### config.mk
export PLATFORM = sky130hd
export DESIGN_NAME = gpio_top
export DESIGN_NICKNAME = d
export VERILOG_FILES = /design/src/gpio_pkg.sv /design/src/gpio_cfg_if.sv /design/src/gpio_apb_regs.sv /design/src/gpio_in_sync.sv /design/src/gpio_irq.sv /design/src/gpio_top.sv
export SDC_FILE = /design/constraint.sdc
export NUM_CORES = 1
export LEC_CHECK = 0
export ABC_AREA = 1
export BUFFER_PORTS_ARGS = -buffer_cell sky130_fd_sc_hd__buf_4
export CAP_MARGIN = 20
export CELL_PAD_IN_SITES_DETAIL_PLACEMENT = 1
export CELL_PAD_IN_SITES_GLOBAL_PLACEMENT = 1
export CORE_ASPECT_RATIO = 0.8
export CORE_MARGIN = 2
export CORE_UTILIZATION = 40
export DETAILED_ROUTE_END_ITERATION = 10
export PLACE_DENSITY_LB_ADDON = 0.1
export SETUP_SLACK_MARGIN = 0.02
export SYNTH_ARGS = -nofsm -noshare
export SYNTH_HDL_FRONTEND = slang
export SYNTH_SLANG_ARGS = --single-unit
### constraint.sdc
create_clock -name HCLK -period 3.3 [get_ports HCLK]
set_clock_uncertainty 0.2 [all_clocks]
set_input_delay 0.165 -clock HCLK [delete_from_list [all_inputs] [get_ports HCLK]]
set_output_delay 0.165 -clock HCLK [all_outputs]
set_load 0.05 [all_outputs]
### src/gpio_pkg.sv
// ==========================================================
// GPIO shared widths, pad vector types, register word
// offsets and interrupt type encoding
// ==========================================================

package gpio_pkg;

    localparam int PAD_NUM        = 32;
    localparam int APB_ADDR_WIDTH = 12;
    localparam int APB_DATA_WIDTH = 32;

    typedef logic [PAD_NUM-1:0]        pad_vec_t;
    typedef logic [APB_DATA_WIDTH-1:0] apb_data_t;
    typedef logic [APB_ADDR_WIDTH-1:0] apb_addr_t;

    // Two bits per pad, 11 leaves the pad silent
    typedef logic [1:0] inttype_t;
    typedef inttype_t [PAD_NUM-1:0] inttype_vec_t;

    localparam inttype_t INT_FALL = 2'b00;
    localparam inttype_t INT_RISE = 2'b01;
    localparam inttype_t INT_BOTH = 2'b10;

    // Word index from PADDR[5:2]
    typedef logic [3:0] reg_idx_t;

    localparam reg_idx_t REG_PADDIR     = 4'd0;  // 0x00
    localparam reg_idx_t REG_GPIOEN     = 4'd1;  // 0x04
    localparam reg_idx_t REG_PADIN      = 4'd2;  // 0x08
    localparam reg_idx_t REG_PADOUT     = 4'd3;  // 0x0C
    localparam reg_idx_t REG_PADOUTSET  = 4'd4;  // 0x10
    localparam reg_idx_t REG_PADOUTCLR  = 4'd5;  // 0x14
    localparam reg_idx_t REG_INTEN      = 4'd6;  // 0x18
    localparam reg_idx_t REG_INTTYPE_LO = 4'd7;  // 0x1C, pads 0..15
    localparam reg_idx_t REG_INTTYPE_HI = 4'd8;  // 0x20, pads 16..31
    localparam reg_idx_t REG_INTSTATUS  = 4'd9;  // 0x24

endpackage

### src/gpio_cfg_if.sv
// ==========================================================
// Pad configuration bundle between register block and
// interrupt logic
// ==========================================================
`timescale 1ns/1ns

interface gpio_cfg_if;
    import gpio_pkg::*;

    pad_vec_t     dir;      // 1 = output
    pad_vec_t     en;
    pad_vec_t     inten;
    inttype_vec_t inttype;

    modport regs (
        output dir,
        output en,
        output inten,
        output inttype
    );

    modport irq (
        input dir,
        input en,
        input inten,
        input inttype
    );

endinterface

### src/gpio_apb_regs.sv
// ==========================================================
// GPIO APB decode, configuration registers, read mux
// and interrupt status clear strobe
// ==========================================================
`timescale 1ns/1ns

module gpio_apb_regs (
    input  logic                HCLK,
    input  logic                HRESETn,
    input  gpio_pkg::apb_addr_t paddr,
    input  gpio_pkg::apb_data_t pwdata,
    input  logic                pwrite,
    input  logic                psel,
    input  logic                penable,
    output gpio_pkg::apb_data_t prdata,
    input  gpio_pkg::pad_vec_t  pad_in,
    input  gpio_pkg::pad_vec_t  status,
    output gpio_pkg::pad_vec_t  gpio_out,
    output logic                status_clr,
    gpio_cfg_if.regs            cfg
);
    import gpio_pkg::*;

    reg_idx_t     idx;
    logic         wr_en;
    logic         rd_en;

    pad_vec_t     dir_q;
    pad_vec_t     en_q;
    pad_vec_t     out_q;
    pad_vec_t     inten_q;
    inttype_vec_t inttype_q;

    assign idx   = paddr[5:2];
    assign wr_en = psel & penable & pwrite;
    assign rd_en = psel & penable & ~pwrite;

    // Status bits clear on the edge that ends the read
    assign status_clr = rd_en && (idx == REG_INTSTATUS);

    always_ff @(posedge HCLK or negedge HRESETn)
    begin
        if (!HRESETn)
        begin
            dir_q     <= '0;
            en_q      <= '0;
            out_q     <= '0;
            inten_q   <= '0;
            inttype_q <= '0;
        end
        else if (wr_en)
        begin
            case (idx)
                REG_PADDIR:
                begin
                    dir_q   <= pwdata;
                    inten_q <= inten_q & ~pwdata;  // Outputs lose their interrupt
                end
                REG_GPIOEN:
                    en_q <= pwdata;
                REG_PADOUT:
                    out_q <= pwdata;
                REG_PADOUTSET:
                    out_q <= out_q | pwdata;
                REG_PADOUTCLR:
                    out_q <= out_q & ~pwdata;
                REG_INTEN:
                    inten_q <= (pwdata & ~dir_q) | (inten_q & dir_q);
                REG_INTTYPE_LO:
                    inttype_q[PAD_NUM/2-1:0] <= pwdata;
                REG_INTTYPE_HI:
                    inttype_q[PAD_NUM-1:PAD_NUM/2] <= pwdata;
                default:
                    ;  // PADIN, INTSTATUS and holes
            endcase
        end
    end

    always_comb
    begin
        prdata = '0;
        if (rd_en)
        begin
            case (idx)
                REG_PADDIR:     prdata = dir_q;
                REG_GPIOEN:     prdata = en_q;
                REG_PADIN:      prdata = pad_in;
                REG_PADOUT:     prdata = out_q;
                REG_INTEN:      prdata = inten_q;
                REG_INTTYPE_LO: prdata = inttype_q[PAD_NUM/2-1:0];
                REG_INTTYPE_HI: prdata = inttype_q[PAD_NUM-1:PAD_NUM/2];
                REG_INTSTATUS:  prdata = status;
                default:        prdata = '0;
            endcase
        end
    end

    assign gpio_out    = out_q;
    assign cfg.dir     = dir_q;
    assign cfg.en      = en_q;
    assign cfg.inten   = inten_q;
    assign cfg.inttype = inttype_q;

    // Clear strobe only after a matching read setup, and never two cycles running
    a_status_clr_pulse: assert property (
        @(posedge HCLK) disable iff (!HRESETn)
        status_clr |-> $past(psel && !penable && !pwrite && idx == REG_INTSTATUS)
            ##1 !status_clr
    );

endmodule

### src/gpio_in_sync.sv
// ==========================================================
// Per-pad three-stage input synchronizer, gated by the
// pad enable bit
// ==========================================================
`timescale 1ns/1ns

module gpio_in_sync (
    input  logic               HCLK,
    input  logic               HRESETn,
    input  gpio_pkg::pad_vec_t gpio_in,
    input  gpio_pkg::pad_vec_t en,
    output gpio_pkg::pad_vec_t sync_stage,
    output gpio_pkg::pad_vec_t pad_in
);
    import gpio_pkg::*;

    pad_vec_t sync0_q;
    pad_vec_t sync1_q;
    pad_vec_t prev_q;

    always_ff @(posedge HCLK or negedge HRESETn)
    begin
        if (!HRESETn)
        begin
            sync0_q <= '0;
            sync1_q <= '0;
            prev_q  <= '0;
        end
        else
        begin
            for (int i = 0; i < PAD_NUM; i++)
            begin
                if (en[i])  // Disabled pad freezes its chain
                begin
                    sync0_q[i] <= gpio_in[i];
                    sync1_q[i] <= sync0_q[i];
                    prev_q[i]  <= sync1_q[i];
                end
            end
        end
    end

    assign sync_stage = sync1_q;
    assign pad_in     = prev_q;  // Also the edge reference

endmodule

### src/gpio_irq.sv
// ==========================================================
// GPIO edge detection, type filter, sticky status and
// two-flop interrupt outputs
// ==========================================================
`timescale 1ns/1ns

module gpio_irq (
    input  logic               HCLK,
    input  logic               HRESETn,
    input  gpio_pkg::pad_vec_t sync_stage,
    input  gpio_pkg::pad_vec_t pad_in,
    input  logic               status_clr,
    output gpio_pkg::pad_vec_t status,
    output gpio_pkg::pad_vec_t interrupt,
    gpio_cfg_if.irq            cfg
);
    import gpio_pkg::*;

    pad_vec_t rise;
    pad_vec_t fall;
    pad_vec_t type_hit;
    pad_vec_t qual;

    pad_vec_t status_q;
    pad_vec_t irq_q1;
    pad_vec_t irq_q2;

    assign rise =  sync_stage & ~pad_in;
    assign fall = ~sync_stage &  pad_in;

    always_comb
    begin
        for (int i = 0; i < PAD_NUM; i++)
        begin
            case (cfg.inttype[i])
                INT_FALL: type_hit[i] = fall[i];
                INT_RISE: type_hit[i] = rise[i];
                INT_BOTH: type_hit[i] = rise[i] | fall[i];
                default:  type_hit[i] = 1'b0;  // 11 is silent
            endcase
        end
    end

    assign qual = type_hit & cfg.en & ~cfg.dir & cfg.inten;

    always_ff @(posedge HCLK or negedge HRESETn)
    begin
        if (!HRESETn)
        begin
            status_q <= '0;
        end
        else
        begin
            // A fresh event wins over the clear
            status_q <= (status_clr ? '0 : status_q) | qual;
        end
    end

    always_ff @(posedge HCLK or negedge HRESETn)
    begin
        if (!HRESETn)
        begin
            irq_q1 <= '0;
            irq_q2 <= '0;
        end
        else
        begin
            irq_q1 <= qual;
            irq_q2 <= irq_q1;
        end
    end

    assign status    = status_q;
    assign interrupt = irq_q2;

    // An interrupt always follows a change of the sampled pad level
    a_irq_on_pad_change: assert property (
        @(posedge HCLK) disable iff (!HRESETn)
        (interrupt & ~($past(pad_in) ^ $past(pad_in, 2))) == '0
    );

endmodule

### src/gpio_top.sv
// ==========================================================
// GPIO top level, APB slave and pad ports around the
// register block, synchronizer and interrupt logic
// ==========================================================
`timescale 1ns/1ns

module gpio_top (
    input  logic                HCLK,
    input  logic                HRESETn,
    input  gpio_pkg::apb_addr_t PADDR,
    input  gpio_pkg::apb_data_t PWDATA,
    input  logic                PWRITE,
    input  logic                PSEL,
    input  logic                PENABLE,
    output gpio_pkg::apb_data_t PRDATA,
    output logic                PREADY,
    output logic                PSLVERR,
    input  gpio_pkg::pad_vec_t  gpio_in,
    output gpio_pkg::pad_vec_t  gpio_in_sync,
    output gpio_pkg::pad_vec_t  gpio_out,
    output gpio_pkg::pad_vec_t  gpio_dir,
    output gpio_pkg::pad_vec_t  interrupt_o
);
    import gpio_pkg::*;

    pad_vec_t pad_in;
    pad_vec_t status;
    logic     status_clr;

    gpio_cfg_if cfg_if ();

    gpio_apb_regs i_gpio_apb_regs (
        .HCLK       (HCLK),
        .HRESETn    (HRESETn),
        .paddr      (PADDR),
        .pwdata     (PWDATA),
        .pwrite     (PWRITE),
        .psel       (PSEL),
        .penable    (PENABLE),
        .prdata     (PRDATA),
        .pad_in     (pad_in),
        .status     (status),
        .gpio_out   (gpio_out),
        .status_clr (status_clr),
        .cfg        (cfg_if.regs)
    );

    gpio_in_sync i_gpio_in_sync (
        .HCLK       (HCLK),
        .HRESETn    (HRESETn),
        .gpio_in    (gpio_in),
        .en         (cfg_if.en),
        .sync_stage (gpio_in_sync),
        .pad_in     (pad_in)
    );

    gpio_irq i_gpio_irq (
        .HCLK       (HCLK),
        .HRESETn    (HRESETn),
        .sync_stage (gpio_in_sync),
        .pad_in     (pad_in),
        .status_clr (status_clr),
        .status     (status),
        .interrupt  (interrupt_o),
        .cfg        (cfg_if.irq)
    );

    assign gpio_dir = cfg_if.dir;
    assign PREADY   = 1'b1;  // Zero wait states
    assign PSLVERR  = 1'b0;

endmodule

# Word level (Yosys, flattened, before mapping)
# Cells that the tools add are included.
# word_totals
register_bits,384
output_inout_bits,162
elab_cells,339
# classes
n_eq_ne,73
mux,37
n_bitwise,52
reduce_logical,42
# op_table
operator,count
AND 32 bit,9
one-hot mux 32 bit (8 select lines),1
inverter 32 bit,4
OR 32 bit,3
one-hot mux 1 bit (3 select lines),32
one-hot mux 32 bit (3 select lines),1
equality test 2 x 1 -> 1 bit (second input constant),32
equality test 2 bit (second input constant),32
zero test 2 bit,32
two-way mux 32 bit,2
one-hot mux 32 bit (2 select lines),1
OR 1 bit,32
equality test 4 x 3 -> 1 bit (second input constant),4
AND reduction 2 bit,6
equality test 4 x 2 -> 1 bit (second input constant),2
equality test 4 bit (second input constant),2
equality test 4 x 1 -> 1 bit (second input constant),1
zero test 4 bit,1
AND 1 bit,3
nonzero test 3 bit,1
nonzero test 2 bit,1
logical AND 1 bit,1
inverter 1 bit,1

# Depth between registers and ports, before layout
# Gate-level depths: netlist of the first run.
# logic_depth
ltp_word,8
ltp_mapped,9

# Hierarchy
# A second synthesis of the first run with hierarchy kept.
# unflattened
cells_unflattened,2578
area_unflattened_um2,19946.6
# modules_own_cells
mod,n_inst,cells_per_inst,area_per_inst_um2,seq_area_each_um2
gpio_apb_regs,1,1421,10276.1,4804.6
gpio_irq,1,737,6044.5,2402.3
gpio_in_sync,1,416,3603.5,2402.3
gpio_top,1,4,22.5,0.0

# Least setup slack after synthesis of the first run
# OpenSTA, ideal clock, no wires.
# synth_timing
path_kind,input port to output port
start,input PADDR[3]
end,output PRDATA[19]
arrival_time_ps,1745
t_required_ps,2935
setup_slack_ps,1190
stages,7
path_buffers,2
cell_sequence,nor2_1 > buf_2 > buf_2 > nand3_1 > nand2_1 > nor2_1 > a21oi_1
# synth_between
elab_chain_len,3
word_cells_on_any_way,10
classes_between,7 x eq/ne; 2 x mux; 1 x reduce/logical
# synth_lines
element,line,text
from (decl),gpio_top.sv:10,"input gpio_pkg::apb_addr_t PADDR,"
"equality test 4 bit, or another cell as far along",gpio_apb_regs.sv:84,case (idx)
one-hot mux 32 bit (8 select lines) *,gpio_apb_regs.sv:84,
two-way mux 32 bit *,gpio_apb_regs.sv:82,if (rd_en)
to (decl),gpio_top.sv:15,"output gpio_pkg::apb_data_t PRDATA,"
# Mark *: on every way between the ends. The rest lies on a longest branch, timed or not.

# Worst setup path after layout of the first run
# layout_timing
start,input PWRITE
end,output PRDATA[18]
# layout_between
elab_chain_len,3
# layout_lines
element,line,text
from (decl),gpio_top.sv:12,"input logic PWRITE,"
inverter 1 bit,gpio_apb_regs.sv:36,assign rd_en = psel & penable & ~pwrite;
AND 1 bit,gpio_apb_regs.sv:36,
two-way mux 32 bit,gpio_apb_regs.sv:82,
# No other way between the ends.

==> flow_metrics.tcl, run 1 <==
set metrics [dict create \
    cts_setup_buffers 0 \
    p_per_area_nw_per_um2 704 \
    startpoint "PWRITE" \
    synth-seq-cells 384 \
    internal-power_mw 10.3 \
    r2r_start "i_gpio_in_sync.sync_stage[21]" \
    hold_violations 0 \
    grt_pass1_wl_um 109000 \
    sw_frac_of_total_pct 38.0 \
    p_leak_nw 12.1 \
    syn_nets 2542 \
    cap_violations 0 \
    place_area_um2 21400 \
    die_w_um 246 \
    start_util_pct 40.3 \
    path_max_fanout 58 \
    cts_htree_levels 2 \
    arrival_ns 2.63 \
    synth_cells 2397 \
    critPathMaxStageDelay_ns 0.69 \
    io_buffers 232 \
    end_kind "output port" \
    areaGrowthSynthToFinish_pct 25.2 \
    numCtsBuffers 44 \
    crit_type "input pin to output port" \
    ir_drop_mv 0.418 \
    drtAntennaViolNets 0 \
    rsz0062_at_grt "no" \
    yosysSeqAreaShare_pct 51.1 \
    cp_top_family "buffers and inverters" \
    wl_per_cell_um 21.1 \
    r2r_slack_ns 1.41 \
    place_inst 3187 \
    clockPowerShare_pct 30.0 \
    grt_overflow 0 \
    clock_latency_ns 0.58 \
    syn-cell-area_um2 18800 \
    drtIter0Drc 1164 \
    grt_antenna_before_repair 0 \
    routed_wl_um 70200 \
    synth_warnings 0 \
    grt.total_usage_pct 29.3 \
    post-route-period-util_pct 90.8 \
    drive_gt1_share_pct 13.5 \
    crit_chain "dlygate4sd3_1 > buf_4 > inv_2 > nand3_4 > a21oi_1 > buf_4" \
    worst_pin_slew_ns 0.947 \
    setup-tns-final_ns 0 \
    slew_violations 0 \
    finalNetCount 2828 \
    clock-sinks 384 \
    drt_pass1_iterations 5 \
    worst-path-stages 6 \
    grt_max_degree 97 \
    yosys.cell_types.count 25 \
    dieArea_um2 48800 \
    start_kind "input pin" \
    synth_area_per_cell_um2 7.85 \
    fmax_mhz 334 \
    crit_slowest_cell "a21oi_1" \
    cp_data_required_time_ns 2.93 \
    clock-root-buffer "clkbuf_16" \
    route.vias.total 17700 \
    route.detailed.drc 0 \
    p_total_mw 16.6 \
    cts_tree "done" \
    worst-path-buf-inv 4 \
    fin_util_pct 50.4 \
    layout.cells.non_filler 3331 \
    period_needed_ns 3.00 \
    p_comb_share_pct 28.1 \
    relSlewSlack_pct 36.9 \
    gp_congestion 0.848 \
    final_area_um2 23500 \
    hpwl_um 46300 \
    reg2reg_depth 5 \
    clk_path_buf_depth 3 \
    io_pins 243 \
    clk_pin_slew_ns 0.06 \
    status "finished clean" \
    coreArea_um2 46700 \
    min_path_type "input pin to async pin" \
    rows 71 \
    die_y_um 198 \
    vias_per_cell 5.32 \
    crit_top_cell "buf_4" \
    grt_pass1_vias 18400 \
    netSwitchingPower_mw 6.30 \
    setup_violations 0 \
    seq_power_share_pct 41.9 \
    fill_cells 5676 \
]
## per-stage QoR
| stage | setup WS (ns) | hold slack (ns) |
|---|---|---|
| 2_1_floorplan | 1.19 | -0.331 |
| 3_3_place_gp | 0.629 | 0.0757 |
| 3_5_place_dp | 0.862 | 0.0810 |
| 4_1_cts | 0.280 | 0.0726 |
| 5_1_grt | 0.205 | 0.106 |
| 6_report | 0.302 | 0.0501 |
## metal layers
metal  global-route usage [%]  part of all wire, %  vias up
li1                         -                    -     8230
met1                     41.2                   46     8923
met2                     46.3                   46      448
met3                     4.40                  5.3      132
met4                     9.53                  3.0        0
met5                        0                    0        -
## flip-flops by register name (all words and copies together), names as in the netlist, named ones only
name	cells
i_gpio_apb_regs.gpio_out	32
i_gpio_in_sync.sync_stage	32
i_gpio_in_sync.sync0_q	32
i_gpio_apb_regs.cfg.en	32
i_gpio_apb_regs.cfg.inttype	64
i_gpio_apb_regs.cfg.dir	32
i_gpio_irq.status	32
i_gpio_in_sync.pad_in	32
i_gpio_irq.irq_q1	32
i_gpio_irq.interrupt	32
## cells in the final DEF (no fill, tap or decap), drive strengths merged
master / Yosys / layout
nand2: 661 / 661
dfrtp: 384 / 384
o21ai: 318 / 318
buf: 63 / 278
nand3: 265 / 265
nor2: 253 / 253
inv: 243 / 243
dlygate4sd3: 0 / 70
a21oi: 64 / 64
ha: 64 / 64
clkbuf: 45 / 63
o21bai: 31 / 31
clkinv: 1 / 8
bufinv: 0 / 3
nand4: 2 / 2
conb: 2 / 2
diode: 0 / 1
mux2: 1 / 1
## layout make-up
cell class              instances  area (um2)  area share, %
clock inverters                10         129          0.547
well taps                     620         776           3.29
diodes                          1        2.50         0.0106
multi-input cells            1661        7840           33.3
repair buffers                348        2970           12.6
clock buffers                  63        1300           5.54
inverters                     244         916           3.89
flip-flops and latches        384        9610           40.8
## worst register-to-register path, cell delays in order, from the launching register on
cell and delay (ns):
dfrtp_1 0.48, inv_1 0.10, ha_1 0.29, nor2_1 0.04, o21ai_0 0.54, nand2_1 0.09
## worst paths after layout
path                                                   end
setup / recovery                                PRDATA[18]
hold / removal                  i_gpio_in_sync.sync0_q[29]
setup reg to reg                     i_gpio_irq.status[21]
hold reg to reg                    i_gpio_irq.interrupt[5]
max in group asynchronous            i_gpio_irq.irq_q1[13]
min in group HCLK          i_gpio_apb_regs.cfg.inttype[33]
## what timing repair did
action                    in CTS  in global routing
gates resized for setup        0                  0
hold endpoints to repair     311                  0
hold buffers                  70                  0
## power by group through the flow
stage	Sequential [mW]	Combinational [mW]	Clock, mW
6_report	6.94	4.65	4.98
5_1_grt	7.11	5.17	5.25
4_1_cts	6.93	4.69	5.07
3_5_place_dp	7.00	4.58	0
3_3_place_gp	6.95	4.40	0
2_1_floorplan	7.80	1.88	0
## synthesized netlist by cell type (all sizes together)
library cell | instances | area share (%)
a21oi | 64 | 1.7
buf | 63 | 1.8
clkbuf | 45 | 0.90
clkinv | 1 | 0.020
conb | 2 | 0.040
dfrtp | 384 | 51
ha | 64 | 4.3
inv | 243 | 4.8
mux2 | 1 | 0.060
nand2 | 661 | 13
nand3 | 265 | 7.1
nand4 | 2 | 0.067
nor2 | 253 | 5.2
o21ai | 318 | 8.5
o21bai | 31 | 1.2
## cell families (layout without fill, tap and decap cells)
| kind of cell | Yosys count | count (layout) | share of synthesized area, % |
|---|---|---|---|
| AOI/OAI and AO/OA | 413 | 413 | 11.4 |
| adders and majority gates | 64 | 64 | 4.26 |
| buffers and inverters | 352 | 665 | 7.56 |
| DFF | 384 | 384 | 51.1 |
| muxes | 1 | 1 | 0.0599 |
| other | 2 | 3 | 0.0399 |
| and+or+nand+nor | 1181 | 1181 | 25.6 |
No activity file was read; power rests on OpenSTA's default activity.
==> run 2: changes to the inputs <==
--- a/config.mk
+++ b/config.mk
@@ -5,16 +5,14 @@
 export SDC_FILE = /design/constraint.sdc
 export NUM_CORES = 1
 export LEC_CHECK = 0
-export ABC_AREA = 1
 export BUFFER_PORTS_ARGS = -buffer_cell sky130_fd_sc_hd__buf_4
 export CAP_MARGIN = 20
 export CELL_PAD_IN_SITES_DETAIL_PLACEMENT = 1
 export CELL_PAD_IN_SITES_GLOBAL_PLACEMENT = 1
 export CORE_ASPECT_RATIO = 0.8
-export CORE_MARGIN = 2
 export CORE_UTILIZATION = 40
 export DETAILED_ROUTE_END_ITERATION = 10
-export PLACE_DENSITY_LB_ADDON = 0.1
+export PLACE_DENSITY = 0.67
 export SETUP_SLACK_MARGIN = 0.02
 export SYNTH_ARGS = -nofsm -noshare
 export SYNTH_HDL_FRONTEND = slang
==> run 2 against run 1 <==
Against the previous run: design area decreased by 2.2%; synthesized cell count decreased by 31%; routed wire length decreased by 10%; clock power increased by 5.4%; power increased by 1.2%; maximum frequency increased by 15%; sequential share of layout area increased by 0.92 points; die area decreased by 3.8%; largest power group unchanged.
==> flow_metrics.tcl, run 2 <==
set metrics [dict create \
    post-route-period-util_pct 79.0 \
    drtAntennaViolNets 0 \
    place_inst 2417 \
    route.detailed.drc 0 \
    rsz0062_at_grt "no" \
    sw_frac_of_total_pct 35.7 \
    synth-edff-count 0 \
    routed_wl_um 63000 \
    p_leak_nw 10.7 \
    critPathMaxStageDelay_ns 0.40 \
    rows 69 \
    synthTopCellsByArea "dfrtp_1 52%, mux2_2 7.8%, ha_1 4.3%, mux2i_1 3.9%, o21ai_0 3.7%" \
    clock-root-buffer "clkbuf_16" \
    min_path_type "input pin to async pin" \
    cts_htree_levels 2 \
    fmax_mhz 384 \
    final_common_cell "dfrtp_1" \
    synth_area_per_cell_um2 11.2 \
    crit_top_cell "buf_4" \
    vias_per_cell 5.60 \
    hold_violations 0 \
    start_kind "input pin" \
    cp_data_required_time_ns 2.93 \
    ir_drop_mv 0.478 \
    die_y_um 194 \
    end_kind "output port" \
    slew_violations 0 \
    syn_nets 1789 \
    clockPowerShare_pct 31.3 \
    start_util_pct 41.0 \
    yosys-top-cells-count "384 x dfrtp_1, 151 x nand2_1, 137 x o21ai_0, 127 x mux2_2, 97 x inv_1" \
    drt_pass1_iterations 7 \
    yosysMostFrequentCell "dfrtp_1" \
    worst_pin_slew_ns 0.954 \
    cap_violations 0 \
    relSlewSlack_pct 36.2 \
    r2r_start "i_gpio_in_sync.sync_stage[14]" \
    synth_warnings 0 \
    async_flop_share_pct 100 \
    synth_cells 1644 \
    grt_antenna_before_repair 1 \
    grt_pass1_vias 15200 \
    areaGrowthSynthToFinish_pct 25.0 \
    netSwitchingPower_mw 5.99 \
    seq_power_share_pct 41.1 \
    clock_latency_ns 0.56 \
    yosys.cell_types.count 54 \
    wl_per_cell_um 24.6 \
    synth_top_area_cell "dfrtp_1" \
    synthDominantCellAreaShare_pct 52.2 \
    gp_congestion 0.817 \
    clock-sinks 384 \
    layout.cells.non_filler 2561 \
    cts_setup_buffers 0 \
    grt.total_usage_pct 27.0 \
    grt_overflow 0 \
    p_total_mw 16.8 \
    yosysSeqAreaShare_pct 52.2 \
    ys.flop_type "dfrtp_1" \
    route.vias.total 14300 \
    drtIter0Drc 1251 \
    clk_path_buf_depth 3 \
    io_pins 243 \
    path_max_fanout 26 \
    crit_slowest_cell "nor2b_4" \
    io_buffers 232 \
    r2r_slack_ns 1.07 \
    rr_endpoint "i_gpio_irq.status[14]" \
    ctsHoldBuffers 65 \
    p_comb_share_pct 27.6 \
    setup-tns-final_ns 0 \
    coreArea_um2 44900 \
    p_per_area_nw_per_um2 729 \
    grt_pass1_wl_um 96300 \
    drive_gt1_share_pct 27.0 \
    dieArea_um2 46900 \
    crit_type "input pin to output port" \
    ctsResizeCount 0 \
    crit_chain "buf_4 > nor2b_4 > and3_4 > buf_4 > a222oi_1 > o2bb2ai_1 > buf_4" \
    numCtsBuffers 43 \
    arrival_ns 2.24 \
    syn-cell-area_um2 18400 \
    reg2reg_depth 6 \
    finalNetCount 2069 \
    final_cell_mix "384 x dfrtp_1, 277 x buf_4, 151 x nand2_1" \
    fill_cells 4735 \
    setup_violations 0 \
    cts_tree "done" \
    internal-power_mw 10.8 \
    synth-seq-cells 384 \
    status "finished clean" \
    largest_reg_flops 64 \
    clk_pin_slew_ns 0.06 \
    die_w_um 242 \
    hpwl_um 42800 \
    period_needed_ns 2.61 \
    grt_max_degree 84 \
]
-- run 2: cell type report --
cell class | instances | area (um2) | share of cell area [%]
diodes | 1 | 2.50 | 0.0109
well taps | 603 | 754 | 3.28
clock buffers | 63 | 1280 | 5.58
flip-flops and latches | 384 | 9610 | 41.7
inverters | 97 | 364 | 1.58
repair buffers | 351 | 2910 | 12.6
multi-input cells | 1047 | 7850 | 34.1
clock inverters | 15 | 253 | 1.10
-- run 2: worst max-delay path by stage --
stage	start	end	slack [ns]
5_1_grt	PADDR[2]	PRDATA[18]	0.66
3_5_place_dp	PADDR[4]	i_gpio_apb_regs.cfg.inttype[5]	0.72
4_1_cts	PADDR[2]	PRDATA[11]	0.72
3_3_place_gp	PADDR[4]	i_gpio_apb_regs.cfg.inttype[5]	0.77
6_report	PADDR[4]	PRDATA[26]	0.69
2_1_floorplan	PADDR[3]	PRDATA[16]	1.01
-- run 2: metal layers --
metal  share of wire [%]  GRT usage [%]  routed length, um  vias to the layer above
met5               0.021              0                 13                        -
met4                 2.8           7.57               1750                        2
met3                 6.1           4.69               3840                      124
met2                  47           43.8              29400                      484
met1                  44           37.1              28000                     7362
li1                    -              -                  -                     6367
-- run 2: power groups by stage --
stage	clock [mW]	sequential (mW)	combinational, mW
after detailed placement	0	6.95	4.55
final	5.25	6.89	4.63
after global placement	0	6.89	4.38
after floorplan	0	7.66	2.07
after global routing	5.53	7.06	5.06
after CTS	5.34	6.89	4.67
-- run 2: per-stage QoR --
step / hold slack [ns] / setup WS, ns / util, % / cell area [um2]
final: 0.0345 / 0.694 / 51.3 / 23000
after global routing: 0.0977 / 0.657 / 51.3 / 23000
after global placement: 0.0367 / 0.766 / 46.4 / 20800
after CTS: 0.0662 / 0.719 / 51.3 / 23000
after detailed placement: 0.0405 / 0.717 / 46.4 / 20800
after floorplan: -0.331 / 1.01 / - / 18400
-- run 2: critical path: cells and delay by family --
family	cells	cell delay, ns
and+or+nand+nor	2	0.76
buffers and inverters	3	0.87
AOI/OAI and AO/OA	2	0.42
-- run 2: cells by family after synthesis --
kind of cell               after synthesis  share of synthesized area (%)
DFF                                    384                           52.2
and+or+nand+nor                        379                           10.8
AOI/OAI and AO/OA                      364                           12.7
muxes                                  238                           14.7
buffers and inverters                  213                           5.23
adders and majority gates               64                           4.35
other                                    2                         0.0408
